**src/verilog/st_glue_params.svh**
```systemverilog
/*
 * ST glue constants
 * clock rates, reset window, MFP divider, timer-A delay and RTC year fix
 */
`ifndef ST_GLUE_PARAMS_SVH
`define ST_GLUE_PARAMS_SVH

// system and MFP clocks in Hz
`define ST_SYSTEM_CLOCK_HZ 32084988
`define ST_MFP_CLOCK_HZ 2457600

// reset counter reload, counts down to 0
`define ST_RESET_CYCLES 127

// MCU reset window on the counter
`define ST_MCU_RESET_ASSERT 10
`define ST_MCU_RESET_RELEASE 8

// 2 MHz enable period in clk_32 cycles
`define ST_CLK2_DIV 16

// STe timer-A delay, 74LS164 equivalent
`define ST_TAI_DELAY_STAGES 8

// added to year units, year 0 read as 1980
`define ST_RTC_YEAR_OFFSET 2

`endif

```
**src/verilog/st_rtc_pkg.sv**
```systemverilog
/*
 * RP5C15 RTC types
 * host time word with field and digit views, register indices
 */
package st_rtc_pkg;

	// time word as BCD fields, msb first
	typedef struct packed {
		logic [3:0] dow;    // day of week
		logic [7:0] year;   // tens, units
		logic [7:0] month;
		logic [7:0] day;
		logic [7:0] hour;
		logic [7:0] minute;
		logic [7:0] second; // units in [3:0]
	} rtc_fields_t;

	// same word as 13 nibbles, digit 0 = second units, digit 12 = day of week
	typedef logic [12:0][3:0] rtc_digits_t;

	typedef union packed {
		rtc_fields_t fields;
		rtc_digits_t digits;
	} rtc_time_t;

	// register indices with special meaning
	typedef enum logic [3:0] {
		RTC_REG_DOW        = 4'd6,  // day of week sits between hour and day
		RTC_REG_YEAR_UNITS = 4'd11,
		RTC_REG_YEAR_TENS  = 4'd12,
		RTC_REG_BANK       = 4'd13, // mode register, bit 0 = bank
		RTC_REG_TEST       = 4'd14,
		RTC_REG_ID         = 4'd15  // reset / id
	} rtc_reg_e;

endpackage

```
**src/verilog/st_audio_pkg.sv**
```systemverilog
/*
 * audio sample types
 * YM and DMA-sound inputs, signed mix output
 */
package st_audio_pkg;

	// YM2149 combined output, offset binary
	typedef logic [9:0] ym_sample_t;

	// STe DMA sound, one channel, offset binary
	typedef logic [7:0] dma_sample_t;

	// mixer output for the sigma-delta DAC
	typedef logic signed [14:0] mix_sample_t;

endpackage

```
**src/verilog/st_reset_seq.sv**
```systemverilog
/*
 * reset sequencer
 * power-on counter, system and peripheral reset, MCU reset pulse
 */
`timescale 1ns/1ps
`include "st_glue_params.svh"

module st_reset_seq (
	input  logic clk_32,
	input  logic xsint,
	input  logic ext_reset_n_i,
	input  logic cpu_reset_n_i,  // CPU reset output
	output logic reset_o,
	output logic peripheral_reset_o,
	output logic mcu_reset_n_o
);

	logic [6:0] reset_cnt;
	logic       cpu_reset_n_d;  // previous CPU reset level
	logic       cpu_reset_fall;

	// CPU executed RESET instruction
	assign cpu_reset_fall = cpu_reset_n_d & ~cpu_reset_n_i;

	always_ff @(posedge clk_32 or negedge xsint) begin
		if (!xsint) begin
			reset_cnt          <= 7'(`ST_RESET_CYCLES);
			reset_o            <= 1'b1;
			peripheral_reset_o <= 1'b1;
			mcu_reset_n_o      <= 1'b1;
			cpu_reset_n_d      <= 1'b1;
		end else begin
			cpu_reset_n_d      <= cpu_reset_n_i;
			reset_o            <= reset_cnt != '0;
			peripheral_reset_o <= reset_o | ~cpu_reset_n_i;

			if (!ext_reset_n_i)
				reset_cnt <= 7'(`ST_RESET_CYCLES); // restart the whole sequence
			else if (reset_cnt != '0)
				reset_cnt <= reset_cnt - 7'd1;

			// MCU only held briefly, its clocks feed the SDRAM side
			if (cpu_reset_fall)
				mcu_reset_n_o <= 1'b0;
			else if (reset_cnt == 7'(`ST_MCU_RESET_ASSERT))
				mcu_reset_n_o <= 1'b0;
			else if (reset_cnt < 7'(`ST_MCU_RESET_RELEASE))
				mcu_reset_n_o <= 1'b1;
		end
	end

	// below the window only the CPU edge may pull the MCU reset
	a_mcu_window: assert property (@(posedge clk_32) disable iff (!xsint)
		(!mcu_reset_n_o && reset_cnt < 7'(`ST_MCU_RESET_RELEASE - 1))
			|-> $past(cpu_reset_fall))
		else $error("mcu reset low outside window");

endmodule

```
**src/verilog/st_mfp_timing.sv**
```systemverilog
/*
 * MFP timing helpers
 * fractional 2.4576 MHz clock, 2 MHz enable, STe timer-A delay, GPIO7
 */
`timescale 1ns/1ps
`include "st_glue_params.svh"

module st_mfp_timing (
	input  logic clk_32,
	input  logic xsint,
	input  logic ste_i,
	input  logic mono_detect_i,   // low for monochrome
	input  logic dma_snd_int_i,   // DMA sound interrupt, high active
	output logic mfp_clk_o,
	output logic mfp_tai_o,
	output logic mfp_io7_o,
	output logic clk2_en_o
);

	localparam logic [31:0] HALF_SYS = 32'(`ST_SYSTEM_CLOCK_HZ / 2);
	localparam logic [31:0] MFP_STEP = 32'(`ST_MFP_CLOCK_HZ);
	localparam int CLK2_W = $clog2(`ST_CLK2_DIV);
	localparam logic [CLK2_W-1:0] CLK2_LAST = CLK2_W'(`ST_CLK2_DIV - 1);
	localparam int TAI_N = `ST_TAI_DELAY_STAGES;

	logic [31:0]       mfp_acc;    // phase accumulator
	logic [CLK2_W-1:0] clk2_cnt;
	logic [TAI_N-1:0]  tai_delay;  // shift register, ones walk in

	// half period of the MFP clock per wrap
	always_ff @(posedge clk_32 or negedge xsint) begin
		if (!xsint) begin
			mfp_acc   <= '0;
			mfp_clk_o <= 1'b0;
		end else if (mfp_acc < HALF_SYS) begin
			mfp_acc <= mfp_acc + MFP_STEP;
		end else begin
			mfp_acc   <= mfp_acc - (HALF_SYS - MFP_STEP); // keep the remainder
			mfp_clk_o <= ~mfp_clk_o;
		end
	end

	always_ff @(posedge clk_32 or negedge xsint) begin
		if (!xsint) begin
			clk2_cnt  <= '0;
			clk2_en_o <= 1'b0;
		end else begin
			clk2_en_o <= clk2_cnt == CLK2_LAST; // new count is 0
			if (clk2_cnt == CLK2_LAST)
				clk2_cnt <= '0;
			else
				clk2_cnt <= clk2_cnt + 1'b1;
		end
	end

	// about 4 us delay before timer A sees the end of the interrupt
	always_ff @(posedge clk_32 or negedge xsint) begin
		if (!xsint)
			tai_delay <= '0;
		else if (dma_snd_int_i)
			tai_delay <= '0; // interrupt active, flush line
		else if (clk2_en_o)
			tai_delay <= {tai_delay[TAI_N-2:0], 1'b1};
	end

	assign mfp_tai_o = ste_i & tai_delay[TAI_N-1]; // ST uses printer busy instead

	// STe: mono detect xor'd with DMA sound interrupt
	assign mfp_io7_o = mono_detect_i ^ (ste_i & ~dma_snd_int_i);

	a_acc_bound: assert property (@(posedge clk_32) disable iff (!xsint)
		mfp_acc <= HALF_SYS + MFP_STEP)
		else $error("mfp accumulator out of range");

endmodule

```
**src/verilog/st_rtc.sv**
```systemverilog
/*
 * RP5C15 real-time clock register model
 * time digits from the host word, scratch RAM in bank 1, Wishbone classic slave
 */
`timescale 1ns/1ps
`include "st_glue_params.svh"

module st_rtc (
	input  logic                  clk_32,
	input  logic                  xsint,
	input  logic                  peripheral_reset_i,
	input  st_rtc_pkg::rtc_time_t rtc_time_i,
	input  logic                  rtc_cyc_i,
	input  logic                  rtc_stb_i,
	input  logic                  rtc_we_i,
	input  logic [3:0]            rtc_adr_i,
	input  logic [3:0]            rtc_dat_i,
	output logic                  rtc_ack_o,
	output logic [3:0]            rtc_dat_o
);

	import st_rtc_pkg::*;

	logic        wb_req;        // new access this cycle
	logic        rtc_bank;
	logic [3:0]  scratch_ram [16];
	logic [3:0]  rd_data;
	rtc_digits_t time_digits;

	assign wb_req      = rtc_cyc_i & rtc_stb_i & ~rtc_ack_o;
	assign time_digits = rtc_time_i.digits;

	// one ack per request, never stalls
	always_ff @(posedge clk_32 or negedge xsint) begin
		if (!xsint)
			rtc_ack_o <= 1'b0;
		else
			rtc_ack_o <= wb_req;
	end

	always_ff @(posedge clk_32 or negedge xsint) begin
		if (!xsint)
			rtc_bank <= 1'b0;
		else if (peripheral_reset_i)
			rtc_bank <= 1'b0;
		else if (wb_req && rtc_we_i && rtc_adr_i == RTC_REG_BANK)
			rtc_bank <= rtc_dat_i[0];
	end

	// all other indices land in RAM, even in bank 0
	always_ff @(posedge clk_32) begin
		if (wb_req && rtc_we_i && rtc_adr_i != RTC_REG_BANK)
			scratch_ram[rtc_adr_i] <= rtc_dat_i;
	end

	// read decode, RP5C15 register order
	always_comb begin
		rd_data = 4'hf;
		case (rtc_adr_i)
			RTC_REG_BANK: rd_data = {1'b1, 2'b00, rtc_bank};
			RTC_REG_TEST: rd_data = 4'h0;
			RTC_REG_ID:   rd_data = 4'hc;
			default: begin
				if (rtc_bank)
					rd_data = scratch_ram[rtc_adr_i];
				else if (rtc_adr_i == RTC_REG_DOW)
					rd_data = time_digits[12];
				else if (rtc_adr_i == RTC_REG_YEAR_UNITS)
					// GEMDOS counts from 1980
					rd_data = rtc_time_i.fields.year[3:0] + 4'(`ST_RTC_YEAR_OFFSET);
				else if (rtc_adr_i > RTC_REG_DOW)
					rd_data = time_digits[rtc_adr_i - 4'd1]; // skip past dow slot
				else
					rd_data = time_digits[rtc_adr_i];  // sec, min, hour
			end
		endcase
		// no time from the host yet, RTC looks absent
		if (rtc_time_i == '0)
			rd_data = 4'hf;
	end

	// data held for the ack cycle
	always_ff @(posedge clk_32) begin
		if (wb_req)
			rtc_dat_o <= rd_data;
	end

	a_ack_single: assert property (@(posedge clk_32) disable iff (!xsint)
		rtc_ack_o |=> !rtc_ack_o)
		else $error("rtc ack held two cycles");

	// master keeps stb up until it sees ack
	a_ack_stb: assert property (@(posedge clk_32) disable iff (!xsint)
		rtc_ack_o |-> rtc_stb_i)
		else $error("rtc ack without stb");

endmodule

```
**src/verilog/st_audio_mix.sv**
```systemverilog
/*
 * audio mixer
 * YM and DMA sound widened to 14 bits, summed to 15-bit signed per channel
 */
`timescale 1ns/1ps

module st_audio_mix (
	input  logic                      clk_32,
	input  logic                      xsint,
	input  st_audio_pkg::ym_sample_t  ym_sample_i,
	input  st_audio_pkg::dma_sample_t dma_snd_l_i,
	input  st_audio_pkg::dma_sample_t dma_snd_r_i,
	output st_audio_pkg::mix_sample_t audio_l_o,
	output st_audio_pkg::mix_sample_t audio_r_o
);

	import st_audio_pkg::*;

	ym_sample_t  ym_signed;   // offset removed, two's complement
	logic [13:0] ym_wide;
	mix_sample_t ym_ext;

	// offset removal and widening, fraction from the top bits
	function automatic mix_sample_t dma_ext(input dma_sample_t s);
		dma_sample_t v;
		logic [13:0] w;
		v = s - 8'h80;
		w = {v, v[7:2]};
		return {w[13], w};
	endfunction

	assign ym_signed = ym_sample_i - 10'h200;
	assign ym_wide   = {ym_signed, ym_signed[9:6]};
	assign ym_ext    = {ym_wide[13], ym_wide};

	// YM is mono, same on both sides
	always_ff @(posedge clk_32 or negedge xsint) begin
		if (!xsint) begin
			audio_l_o <= '0;
			audio_r_o <= '0;
		end else begin
			audio_l_o <= ym_ext + dma_ext(dma_snd_l_i); // two 14 bit terms, no overflow
			audio_r_o <= ym_ext + dma_ext(dma_snd_r_i);
		end
	end

endmodule

```
**src/verilog/st_glue_top.sv**
```systemverilog
/*
 * ST/STe board glue
 * reset sequencing, MFP timing, RTC model and audio mix
 */
`timescale 1ns/1ps

module st_glue_top (
	input  logic                      clk_32,
	input  logic                      xsint,
	// resets
	input  logic                      ext_reset_n_i,
	input  logic                      cpu_reset_n_i,
	output logic                      reset_o,
	output logic                      peripheral_reset_o,
	output logic                      mcu_reset_n_o,
	// MFP side
	input  logic                      ste_i,
	input  logic                      mono_detect_i,
	input  logic                      dma_snd_int_i,
	output logic                      mfp_clk_o,
	output logic                      mfp_tai_o,
	output logic                      mfp_io7_o,
	output logic                      clk2_en_o,
	// RTC host port
	input  st_rtc_pkg::rtc_time_t     rtc_time_i,
	input  logic                      rtc_cyc_i,
	input  logic                      rtc_stb_i,
	input  logic                      rtc_we_i,
	input  logic [3:0]                rtc_adr_i,
	input  logic [3:0]                rtc_dat_i,
	output logic                      rtc_ack_o,
	output logic [3:0]                rtc_dat_o,
	// audio
	input  st_audio_pkg::ym_sample_t  ym_sample_i,
	input  st_audio_pkg::dma_sample_t dma_snd_l_i,
	input  st_audio_pkg::dma_sample_t dma_snd_r_i,
	output st_audio_pkg::mix_sample_t audio_l_o,
	output st_audio_pkg::mix_sample_t audio_r_o
);

	st_reset_seq u_reset_seq (
		.clk_32             (clk_32),
		.xsint              (xsint),
		.ext_reset_n_i      (ext_reset_n_i),
		.cpu_reset_n_i      (cpu_reset_n_i),
		.reset_o            (reset_o),
		.peripheral_reset_o (peripheral_reset_o),
		.mcu_reset_n_o      (mcu_reset_n_o)
	);

	st_mfp_timing u_mfp_timing (
		.clk_32        (clk_32),
		.xsint         (xsint),
		.ste_i         (ste_i),
		.mono_detect_i (mono_detect_i),
		.dma_snd_int_i (dma_snd_int_i),
		.mfp_clk_o     (mfp_clk_o),
		.mfp_tai_o     (mfp_tai_o),
		.mfp_io7_o     (mfp_io7_o),
		.clk2_en_o     (clk2_en_o)
	);

	st_rtc u_rtc (
		.clk_32             (clk_32),
		.xsint              (xsint),
		.peripheral_reset_i (peripheral_reset_o), // clears the bank bit
		.rtc_time_i         (rtc_time_i),
		.rtc_cyc_i          (rtc_cyc_i),
		.rtc_stb_i          (rtc_stb_i),
		.rtc_we_i           (rtc_we_i),
		.rtc_adr_i          (rtc_adr_i),
		.rtc_dat_i          (rtc_dat_i),
		.rtc_ack_o          (rtc_ack_o),
		.rtc_dat_o          (rtc_dat_o)
	);

	st_audio_mix u_audio_mix (
		.clk_32      (clk_32),
		.xsint       (xsint),
		.ym_sample_i (ym_sample_i),
		.dma_snd_l_i (dma_snd_l_i),
		.dma_snd_r_i (dma_snd_r_i),
		.audio_l_o   (audio_l_o),
		.audio_r_o   (audio_r_o)
	);

endmodule

```
**config.mk**
```make
export PLATFORM = sky130hd
export DESIGN_NAME = st_glue_top
export DESIGN_NICKNAME = d
export VERILOG_FILES = /design/src/verilog/st_rtc_pkg.sv /design/src/verilog/st_audio_pkg.sv /design/src/verilog/st_reset_seq.sv /design/src/verilog/st_mfp_timing.sv /design/src/verilog/st_rtc.sv /design/src/verilog/st_audio_mix.sv /design/src/verilog/st_glue_top.sv
export VERILOG_INCLUDE_DIRS = /design/src /design/src/verilog
export SDC_FILE = /design/constraint.sdc
export NUM_CORES = 1
export LEC_CHECK = 0
export BUFFER_PORTS_ARGS = -buffer_cell sky130_fd_sc_hd__buf_2
export CAP_MARGIN = 20
export CORE_UTILIZATION = 45
export CTS_CLUSTER_SIZE = 24
export DETAILED_ROUTE_END_ITERATION = 8
export PLACE_DENSITY = 0.76
export SLEW_MARGIN = 20
export SYNTH_ARGS = -nofsm -noshare
export SYNTH_HDL_FRONTEND = slang
export SYNTH_HIERARCHICAL = 1
export SYNTH_SLANG_ARGS = --single-unit
```
**constraint.sdc**
```tcl
create_clock -name clk_32 -period 5.75 [get_ports clk_32]
set_clock_uncertainty 0.05 [all_clocks]
set_input_delay 1.15 -clock clk_32 [delete_from_list [all_inputs] [get_ports clk_32]]
set_output_delay 1.15 -clock clk_32 [all_outputs]
set_load 0.01 [all_outputs]
```
==> flow_summary.yaml, run 1 <==
critical_path:
  setup.worst_path.class: "primary input to flop"
  worstPathRequired_ns: 5.86
  setup.worst_path.end_class: "flop"
  crit_fanout: 28
  crit_path_start_kind: "primary input"
  rr_worst_depth: 5
  crit-reg2reg-capture: "u_mfp_timing/mfp_acc[24]$_DFF_PN0_"
  setup.reg_to_reg.worst_slack_ns: 3.44
  timing.rr.start: "u_mfp_timing/mfp_acc[20]$_DFF_PN0_"
  crit_arrival_ns: 3.97
floorplanning:
  chipWidth_um: 144
  start_util: 0.463
  fp-row-count: 51
  io_pins: 138
  dieHeight_um: 144
  total_die_area_um2: 20800
  fp.coreArea_um2: 19700
grt:
  antenna_found_initial: 1
  grt_max_degree: 71
  grt-ovfl-total: 0
  wire_length_of_the_first_global_routing_pass_mm: 33.4
  number_of_global_route_vias_before_repair: 6559
  gr-usage-all-layers: 0.211
place:
  hpwl_mm: 15.3
  gpl.final_weighted_congestion: 0.922
  place_inst: 1138
  placedInstanceArea_um2: 9970
  buffer_ports.inserted: 137
synth:
  async_flop_share: 0.564
  synth_enable_flop_cells: 68
  yosysSeqAreaShare: 0.468
  synthesis.instances: 760
  synth.distinct_cells: 91
  synth.yosys.warnings: 6
  synth.top_cells.by_area: "edfxtp_1 22%, dfrtp_1 21%, mux4_2 8.9%, ha_1 5.8%, dfstp_2 3.2%"
  ys_dominant_reg_cell: "dfrtp_1"
  syn-mean-instance-area_um2: 12.0
  netlist.top_cell.by_area: "edfxtp_1"
  synth_top_cell_area_share: 0.224
  synth.ff_latch_count: 156
  netlist_area_um2: 9100
  synthTopCellsByCount: "77 x dfrtp_1, 68 x edfxtp_1, 45 x nor2_1"
  post-synth-top-count-cell: "dfrtp_1"
clocking:
  cts_tree: "yes"
  clkLatencyLatePin_ns: 0.42
  post_cts_resize_count: 0
  cts-buffers-inserted: 17
  tritoncts_num_sinks: 156
  worst_setup_hold_path_clk_slew_ns: 0.06
  cts.htree.levels: 4
  clockRootBuffer: "clkbuf_16"
  clock_path_buffers: 2
  cts_hold_buffers: 0
  cts.repair_timing.setup_buffer_count: 0
power_and_ir_drop:
  power_density_nw_per_um2: 267
  power.ir.vdd_worst_mv: 0.251
  total_leakage_power_nw: 4.38
timing:
  final.period_utilization: 0.671
  shortest_clock_period_the_worst_path_allows_after_layout_ns: 3.86
  finalMaxSlewViolations: 0
  rsz0062_at_grt: "false"
  worstMarginPinSlew_ns: 0.917
  timing.fmax_ghz: 0.259
  final-hold-violation-count: 0
  timing.hold.ws_ns: 0.421
  finalSetupViolCount: 0
  max_slew_margin: 0.383
  final.setup.tns_ns: 0
cells_and_area:
  fin_util: 0.539
  n_antenna_cell: 0
  nets_finish: 1032
  n_fill_cell: 1693
  fin_cells: 1170
  regArea_um2: 4260
  footprint_of_the_multi_input_gates_um2: 4570
  p_r_area_growth_vs_syn_pct: 16.4
  design_area_um2: 10600
  post_route_cells_drive_above_1_share: 0.282
worst_hold_path:
  hold_path_end: "u_mfp_timing/mfp_clk_o$_DFFE_PN0N_"
  hold_path.class: "flop to flop"
  hold_start: "u_mfp_timing/mfp_clk_o$_DFFE_PN0N_"
  holdPathStages: 1
flow_run:
  cap_violations: 0
route:
  detail_route.vias_per_cell: 5.80
  drt_pass1_iterations: 5
  remaining_drc_errors: 0
  num_vias: 6787
  initialDrtViolationCount: 432
  drt-wirelength-per-cell_um: 17.9
  wirelength_mm: 21.0
  ant_nets: 0
outcome:
  outcome: "finished clean"
metal layers:
| metal | track usage | share of wire | vias up |
|---|---|---|---|
| li1 | - | - | 3173 |
| met1 | 0.269 | 0.43 | 3247 |
| met2 | 0.344 | 0.47 | 323 |
| met3 | 0.0464 | 0.077 | 42 |
| met4 | 0.0931 | 0.025 | 2 |
| met5 | 0 | 0.00048 | - |
cell usage in the layout, fill, tap and decap left out, types with 5 or more instances in the layout:
cell type	Yosys	routed
and3_1	17	17
nor3_1	14	14
nand4_1	10	10
xor2_1	23	23
dfrtp_1	77	77
a21oi_1	40	40
o21ai_0	29	29
nor2b_1	10	10
buf_2	7	136
nor4_1	19	18
edfxtp_1	68	68
and4_1	6	6
a211oi_1	8	8
nand2_1	32	32
nor2_1	45	45
and2_1	16	16
o21a_1	6	6
dfstp_2	11	11
mux4_2	36	36
clkbuf_16	0	18
or2_2	5	5
nand2b_1	10	10
xnor2_1	26	26
a31oi_1	5	5
ha_1	42	42
nand3_1	14	14
inv_1	29	29
mux2i_1	16	16
a21o_1	11	11
worst max path at each step:
stage                       from                          endpoint  slack, ns  cells past startpoint
CTS                 rtc_adr_i[1]  u_rtc/rtc_dat_o[2]$_SDFFCE_PN1P_       1.93                      7
floorplan           rtc_adr_i[0]  u_rtc/rtc_dat_o[0]$_SDFFCE_PN1P_       1.95                     11
finish              rtc_adr_i[1]  u_rtc/rtc_dat_o[2]$_SDFFCE_PN1P_       1.89                      7
global route        rtc_adr_i[1]  u_rtc/rtc_dat_o[2]$_SDFFCE_PN1P_       1.82                      7
global placement    rtc_adr_i[1]  u_rtc/rtc_dat_o[2]$_SDFFCE_PN1P_       1.58                      7
detailed placement  rtc_adr_i[1]  u_rtc/rtc_dat_o[2]$_SDFFCE_PN1P_       1.48                      7
power by group:
part           internal [W]  switching [W]  leakage [nW]
Sequential          0.00122      0.0000159          1.65
Clock              0.000724       0.000448         0.303
Combinational      0.000183       0.000239          2.42
area by class of cell:
type                       instances  area share
clock inverter                    12      0.0148
clock buffer                      20      0.0442
sequential                       156       0.402
multi-input combinational        547       0.431
timing repair buffer             139      0.0663
inverter                          31      0.0110
tap                              265      0.0313
worst max-delay path, cell delays in order:
cell and delay, ns:
buf_2 0.52, inv_2 0.16, ha_1 0.71, mux4_2 0.40, mux4_2 0.53, a2111oi_2 0.37, o41ai_1 0.12
through the flow:
step | worst slack (ns) | power (W)
after floorplan | 1.95 | 0.00151
after global placement | 1.58 | 0.00167
after CTS | 1.93 | 0.00285
after detailed placement | 1.48 | 0.00167
after global routing | 1.82 | 0.00294
final | 1.89 | 0.00283
sequential cells by signal (all words and copies together), names as in the netlist:
signal                          count
u_rtc/rtc_bank                      1
u_mfp_timing/mfp_acc               31
u_rtc/scratch_ram                  64
u_mfp_timing/mfp_clk_o              1
u_reset_seq/peripheral_reset_o      1
u_rtc/rtc_dat_o                     4
u_audio_mix/audio_r_o              15
u_reset_seq/reset_cnt               7
u_reset_seq/reset_o                 1
u_rtc/rtc_ack_o                     1
u_reset_seq/mcu_reset_n_o           1
u_audio_mix/audio_l_o              15
u_mfp_timing/tai_delay              8
u_mfp_timing/clk2_en_o              1
u_reset_seq/cpu_reset_n_d           1
u_mfp_timing/clk2_cnt               4
logic make-up after synthesis:
| kind of cell | count (synthesis) | share of synthesized area |
|---|---|---|
| AND/OR/NAND/NOR | 228 | 0.142 |
| flip-flops | 156 | 0.468 |
| adder cells (fa/ha/maj) | 44 | 0.0621 |
| buffers and inverters | 60 | 0.0328 |
| other | 1 | 0.000412 |
| AO/OA/AOI/OAI | 163 | 0.132 |
| multiplexers | 59 | 0.115 |
| XOR/XNOR | 49 | 0.0471 |
No activity file was read; power rests on OpenSTA's default activity.
==> run 2, diff against run 1 <==
- ABC_AREA: default -> 1
- clock period: 5.75 -> 3.6 ns (I/O delays scaled with it)
==> run 2 against run 1 <==
Net effect: die area increased by 15%; synthesized cell count increased by 91%; clock-buffer cell count decreased by 3; via count increased by 45%; synthesized area increased by 16%; first-iteration DRC count increased by 82%; critical path type unchanged; critical endpoint is now u_rtc/rtc_dat_o[3]$_SDFFCE_PN1P_; largest power group unchanged.
==> flow_summary.yaml, run 2 <==
cells_and_area:
  n_antenna_cell: 0
  largest-register: "u_rtc/scratch_ram"
  n_fill_cell: 2169
  reg_top3: "u_rtc/scratch_ram (64), u_mfp_timing/mfp_acc (31)"
  p_r_area_growth_vs_syn_pct: 14.4
  largest_reg_flops: 64
  regArea_um2: 4260
  post_route_cells_drive_above_1_share: 0.163
  mostFrequentLayoutCell: "nand2_1"
  footprint_of_the_multi_input_gates_um2: 5300
  most-common-layout-cells: "497 x nand2_1, 181 x inv_1, 149 x nor2_1, 141 x nand3_1, 136 x buf_2"
  nets_finish: 1729
timing:
  final.period_utilization: 0.735
  shortest_clock_period_the_worst_path_allows_after_layout_ns: 2.65
  worstMarginPinSlew_ns: 0.785
  timing.fmax_ghz: 0.378
  max_slew_margin: 0.476
  final-hold-violation-count: 0
  rsz0062_at_grt: "false"
  finalSetupViolCount: 0
  finalMaxSlewViolations: 0
  timing.hold.ws_ns: 0.254
  final.setup.tns_ns: 0
grt:
  gr-usage-all-layers: 0.232
  wire_length_of_the_first_global_routing_pass_mm: 44.4
  grt-ovfl-total: 0
  grt_max_degree: 86
  antenna_found_initial: 0
  number_of_global_route_vias_before_repair: 9291
critical_path:
  crit_fanout: 23
  worstPathRequired_ns: 3.73
  setup.worst_path.end_class: "flop"
  crit_arrival_ns: 2.77
  setup.worst_path.class: "primary input to flop"
  crit_path_start_kind: "primary input"
route:
  detail_route.vias_per_cell: 5.14
  initialDrtViolationCount: 785
  num_vias: 9842
  wirelength_mm: 27.2
  ant_nets: 0
  remaining_drc_errors: 0
  drt-wirelength-per-cell_um: 14.2
  drt_pass1_iterations: 8
synth:
  synth.ff_latch_count: 156
  synthesis.instances: 1454
  post-synth-top-count-cell: "nand2_1"
  synthTopCellsByCount: "497 x nand2_1, 181 x inv_1, 149 x nor2_1"
  ys_dominant_reg_cell: "dfrtp_1"
  synth.distinct_cells: 47
  async_flop_share: 0.564
  synth_enable_flop_cells: 68
  synth_top_cell_area_share: 0.194
  syn-mean-instance-area_um2: 7.24
  yosysSeqAreaShare: 0.404
  synth.top_cells.by_area: "edfxtp_1 19%, dfrtp_1 18%, nand2_1 18%, nand3_1 6.7%, inv_1 6.5%"
  synth.yosys.warnings: 6
  netlist.top_cell.by_area: "edfxtp_1"
  netlist_area_um2: 10500
outcome:
  outcome: "finished clean"
clocking:
  cts_tree: "yes"
  cts_hold_buffers: 0
  cts-buffers-inserted: 17
  clockRootBuffer: "clkbuf_16"
  worst_setup_hold_path_clk_slew_ns: 0.07
  tritoncts_num_sinks: 156
  cts.htree.levels: 4
  cts.repair_timing.setup_buffer_count: 0
  post_cts_resize_count: 0
  clock_path_buffers: 2
  clkLatencyLatePin_ns: 0.43
power_and_ir_drop:
  total_leakage_power_nw: 6.19
  power.ir.vdd_worst_mv: 0.266
  power_density_nw_per_um2: 373
worst_hold_path:
  hold_path.class: "primary input to asynchronous set/reset pin"
flow_run:
  cap_violations: 0
floorplanning:
  fp.coreArea_um2: 22800
  io_pins: 138
  total_die_area_um2: 24000
  dieHeight_um: 155
  start_util: 0.462
  fp-row-count: 55
  chipWidth_um: 155
place:
  gpl.final_weighted_congestion: 0.955
  hpwl_mm: 20.5
  buffer_ports.inserted: 137
[run 2: through the flow]
step / cells / setup slack (ns) / util / instance area [um^2] / total power, W
final: 1915 / 0.954 / 0.529 / 12000 / 0.00450
after floorplan: 1457 / 1.03 / - / 10500 / 0.00246
after CTS: 1915 / 1.00 / 0.529 / 12000 / 0.00454
after detailed placement: 1883 / 0.568 / 0.503 / 11500 / 0.00276
after global routing: 1915 / 0.808 / 0.529 / 12000 / 0.00472
after global placement: 1883 / 0.630 / 0.503 / 11500 / 0.00275
[run 2: logic make-up after synthesis]
group	share of synthesized area
flip-flops	0.404
adder cells (fa/ha/maj)	0.0537
buffers and inverters	0.0933
AND/OR/NAND/NOR	0.359
XOR/XNOR	0.0272
AO/OA/AOI/OAI	0.0623
other	0.000356
[run 2: layout make-up]
class,count,share of cell area
Clock buffer,17,0.0353
Clock inverter,15,0.0138
Sequential cell,156,0.353
Multi-Input combinational cell,1071,0.440
Timing Repair Buffer,144,0.0625
Tap cell,313,0.0325
Inverter,199,0.0626
[run 2: where the power goes]
part	total (W)	internal, W	leakage, nW	switching, W
sequential	0.00197	0.00194	1.65	0.0000267
combinational	0.000765	0.000271	4.25	0.000494
clock	0.00177	0.000933	0.284	0.000834
total	0.00450	0.00314	6.19	0.00135
[run 2: path summary, 6_finish.rpt]
check | start | endpoint | slack [ns] | cells past startpoint
min in group clk_32 | cpu_reset_n_i | u_reset_seq/cpu_reset_n_d$_DFF_PN1_ | 0.35 | 1
worst min-delay path | xsint | u_mfp_timing/tai_delay[1]$_DFFE_PN0P_ | 0.25 | 1
worst max register to register | u_mfp_timing/mfp_acc[15]$_DFF_PN0_ | u_mfp_timing/mfp_acc[23]$_DFF_PN0_ | 1.58 | 8
worst min register to register | u_reset_seq/reset_o$_DFF_PN1_ | u_reset_seq/peripheral_reset_o$_DFF_PN1_ | 0.40 | 2
max in group asynchronous | xsint | u_audio_mix/audio_r_o[2]$_DFF_PN0_ | 2.60 | 2
worst max-delay path | rtc_adr_i[0] | u_rtc/rtc_dat_o[3]$_SDFFCE_PN1P_ | 0.95 | 15
[run 2: metal layers]
metal / GRT usage / wire, um
met5: 0 / 0
met4: 0.0778 / 476
met3: 0.0398 / 1950
met2: 0.404 / 13100
met1: 0.291 / 11700
[run 2: worst max-delay path: stages]
cell	delay (ns)
buf_2	0.11
inv_2	0.29
ha_1	0.49
inv_1	0.37
nand3_1	0.12
nand3_1	0.08
nand2_1	0.06
nand2_1	0.06
nand3_1	0.09
nand2_1	0.11
nand2_1	0.05
nand2_1	0.05
nand2_1	0.05
nand2_1	0.06
nand2_1	0.05
==> run 3, diff against run 2 <==
- PLACE_DENSITY: 0.76 -> 0.78
- clock period: 3.6 -> 2.2 ns (I/O delays scaled with it)
==> run 3 against run 2 <==
Net effect: critical path depth is 7 lower; sequential power up 63%; global-route usage about the same; final cell count is 1.5% higher; sequential cell count unchanged; highest routed layer unchanged.
==> flow_summary.yaml, run 3 (synthesis results as in run 2) <==
outcome:
  outcome: "finished clean"
cells_and_area:
  most-common-layout-cells: "497 x nand2_1, 181 x inv_1, 148 x nor2_1, 141 x nand3_1, 136 x buf_2"
  design_area_um2: 12300
  largest_reg_flops: 64
  mostFrequentLayoutCell: "nand2_1"
  post_route_cells_drive_above_1_share: 0.178
  reg_top3: "u_rtc/scratch_ram (64), u_mfp_timing/mfp_acc (31)"
  fin_util: 0.541
  nets_finish: 1757
  largest-register: "u_rtc/scratch_ram"
  p_r_area_growth_vs_syn_pct: 17.1
  n_antenna_cell: 0
critical_path:
  critical_path.startpoint: "u_mfp_timing/mfp_acc[15]$_DFF_PN0_"
  crit_fanout: 6
  stage_delay_of_the_slowest_cell_on_the_critical_path_ns: 0.48
  crit_path_start_kind: "flop"
  critical_path.cell_chain: "inv_1, ha_1, o21ai_0, nand3_1, nand2_1, nand3_1, nand4_1, nand2_1"
  worstPathRequired_ns: 2.47
  timing.rr.start: "u_mfp_timing/mfp_acc[15]$_DFF_PN0_"
  setup.worst_path.class: "flop to flop"
  setup.reg_to_reg.worst_slack_ns: 0.16
  rr_worst_depth: 8
  setup.worst_path.end_class: "flop"
  crit-reg2reg-capture: "u_mfp_timing/mfp_acc[23]$_DFF_PN0_"
  worst_path_max_delay_cell: "dfrtp_1"
  crit_arrival_ns: 2.30
  crit_end: "u_mfp_timing/mfp_acc[23]$_DFF_PN0_"
flow_run:
  cap_violations: 0
timing:
  timing.fmax_ghz: 0.490
  finalSetupViolCount: 0
  worstMarginPinSlew_ns: 0.620
  rsz0062_at_grt: "false"
  final.period_utilization: 0.927
  max_slew_margin: 0.584
  final-hold-violation-count: 0
  final.setup.tns_ns: 0
  shortest_clock_period_the_worst_path_allows_after_layout_ns: 2.04
  finalMaxSlewViolations: 0
clocking:
  cts.htree.levels: 4
  clockRootBuffer: "clkbuf_16"
  cts_tree: "yes"
  clock_path_buffers: 2
  clkLatencyLatePin_ns: 0.43
  worst_setup_hold_path_clk_slew_ns: 0.07
  tritoncts_num_sinks: 156
  cts-buffers-inserted: 17
  cts.repair_timing.setup_buffer_count: 0
floorplanning:
  dieHeight_um: 155
  io_pins: 138
  fp.coreArea_um2: 22800
  fp-row-count: 55
  start_util: 0.462
  chipWidth_um: 155
  total_die_area_um2: 24000
route:
  detail_route.vias_per_cell: 5.11
  num_vias: 9938
  drt-wirelength-per-cell_um: 14.0
  initialDrtViolationCount: 770
  remaining_drc_errors: 0
  ant_nets: 0
  drt_pass1_iterations: 6
  wirelength_mm: 27.2
place:
  placedInstanceArea_um2: 11700
  gpl.final_weighted_congestion: 0.980
  hpwl_mm: 20.9
  buffer_ports.inserted: 137
grt:
  grt-ovfl-total: 0
  gr-usage-all-layers: 0.232
  grt_use_met2: 0.397
  met3_usage: 0.0465
  wire_length_of_the_first_global_routing_pass_mm: 44.4
  grt.met1_usage: 0.292
  number_of_global_route_vias_before_repair: 9445
  grt_max_degree: 54
  grt-busiest-layer: "met2"
  antenna_found_initial: 0
power_and_ir_drop:
  power.ir.vdd_worst_mv: 0.552
  sw_frac_of_total: 0.302
  portion_of_total_power_attributed_to_combinational_logic: 0.174
  power_density_nw_per_um2: 605
  total_leakage_power_nw: 6.35
  finalPower_w: 0.00746
  net_sw_power_w: 0.00226
  clkPwrFrac: 0.394
  seq_power_share: 0.432
  intPower_w: 0.00520
worst_hold_path:
  hold_path.class: "primary input to flop"
-- run 3: metrics by stage --
step                hold WS, ns  cells  setup WS, ns
floorplan                0.0944   1457        0.0382
global placement          0.357   1910        0.0225
detailed placement        0.361   1910       -0.0235
CTS                      0.0695   1943         0.177
global route             0.0635   1943        0.0247
finish                   0.0841   1943         0.161
-- run 3: final cells by class --
type	count	area (um^2)
Tap cell	313	392
Sequential cell	156	4260
Inverter	199	754
Timing Repair Buffer	172	1000
Clock inverter	15	181
Clock buffer	17	425
Fill cell	2130	10400
Multi-Input combinational cell	1071	5320
-- run 3: power groups by stage --
stage          sequential, W  clock [W]  combinational, W
2_1_floorplan        0.00333          0          0.000709
3_3_place_gp         0.00328          0           0.00127
3_5_place_dp         0.00328          0           0.00128
4_1_cts              0.00322    0.00301           0.00129
5_1_grt              0.00323    0.00315           0.00145
6_report             0.00322    0.00294           0.00130
-- run 3: how the worst min path moves through the flow --
stage | startpoint | end | slack [ns] | cells after the start
detailed placement | xsint | u_rtc/rtc_ack_o$_DFF_PN0_ | 0.36 | 1
CTS | cpu_reset_n_i | u_reset_seq/cpu_reset_n_d$_DFF_PN1_ | 0.07 | 1
global placement | xsint | u_rtc/rtc_ack_o$_DFF_PN0_ | 0.36 | 1
global route | cpu_reset_n_i | u_reset_seq/cpu_reset_n_d$_DFF_PN1_ | 0.06 | 1
floorplan | xsint | u_audio_mix/audio_l_o[0]$_DFF_PN0_ | 0.09 | 0
finish | cpu_reset_n_i | u_reset_seq/cpu_reset_n_d$_DFF_PN1_ | 0.08 | 1
-- run 3: critical path, delay by kind of cell (launching register included) --
| family | cells | cell delay, ns |
|---|---|---|
| adders and majority gates | 1 | 0.28 |
| and+or+nand+nor | 5 | 0.55 |
| AOI/OAI and AO/OA | 1 | 0.38 |
| buffers and inverters | 1 | 0.19 |
| DFF | 1 | 0.48 |
-- run 3: layer usage --
layer  part of all wire  vias up  wire (um)
met5                  0        -          0
met4              0.020        0        541
met3              0.077       43       2110
met2               0.47      398      12900
met1               0.43     4544      11700
li1                   -     4953          -
-- run 3: what timing repair did --
action / 4_1_cts / 5_1_grt
gates resized for setup: 0 / 1
setup endpoints to repair: 0 / 1
hold endpoints to repair: 16 / 0
hold buffers: 1 / 0
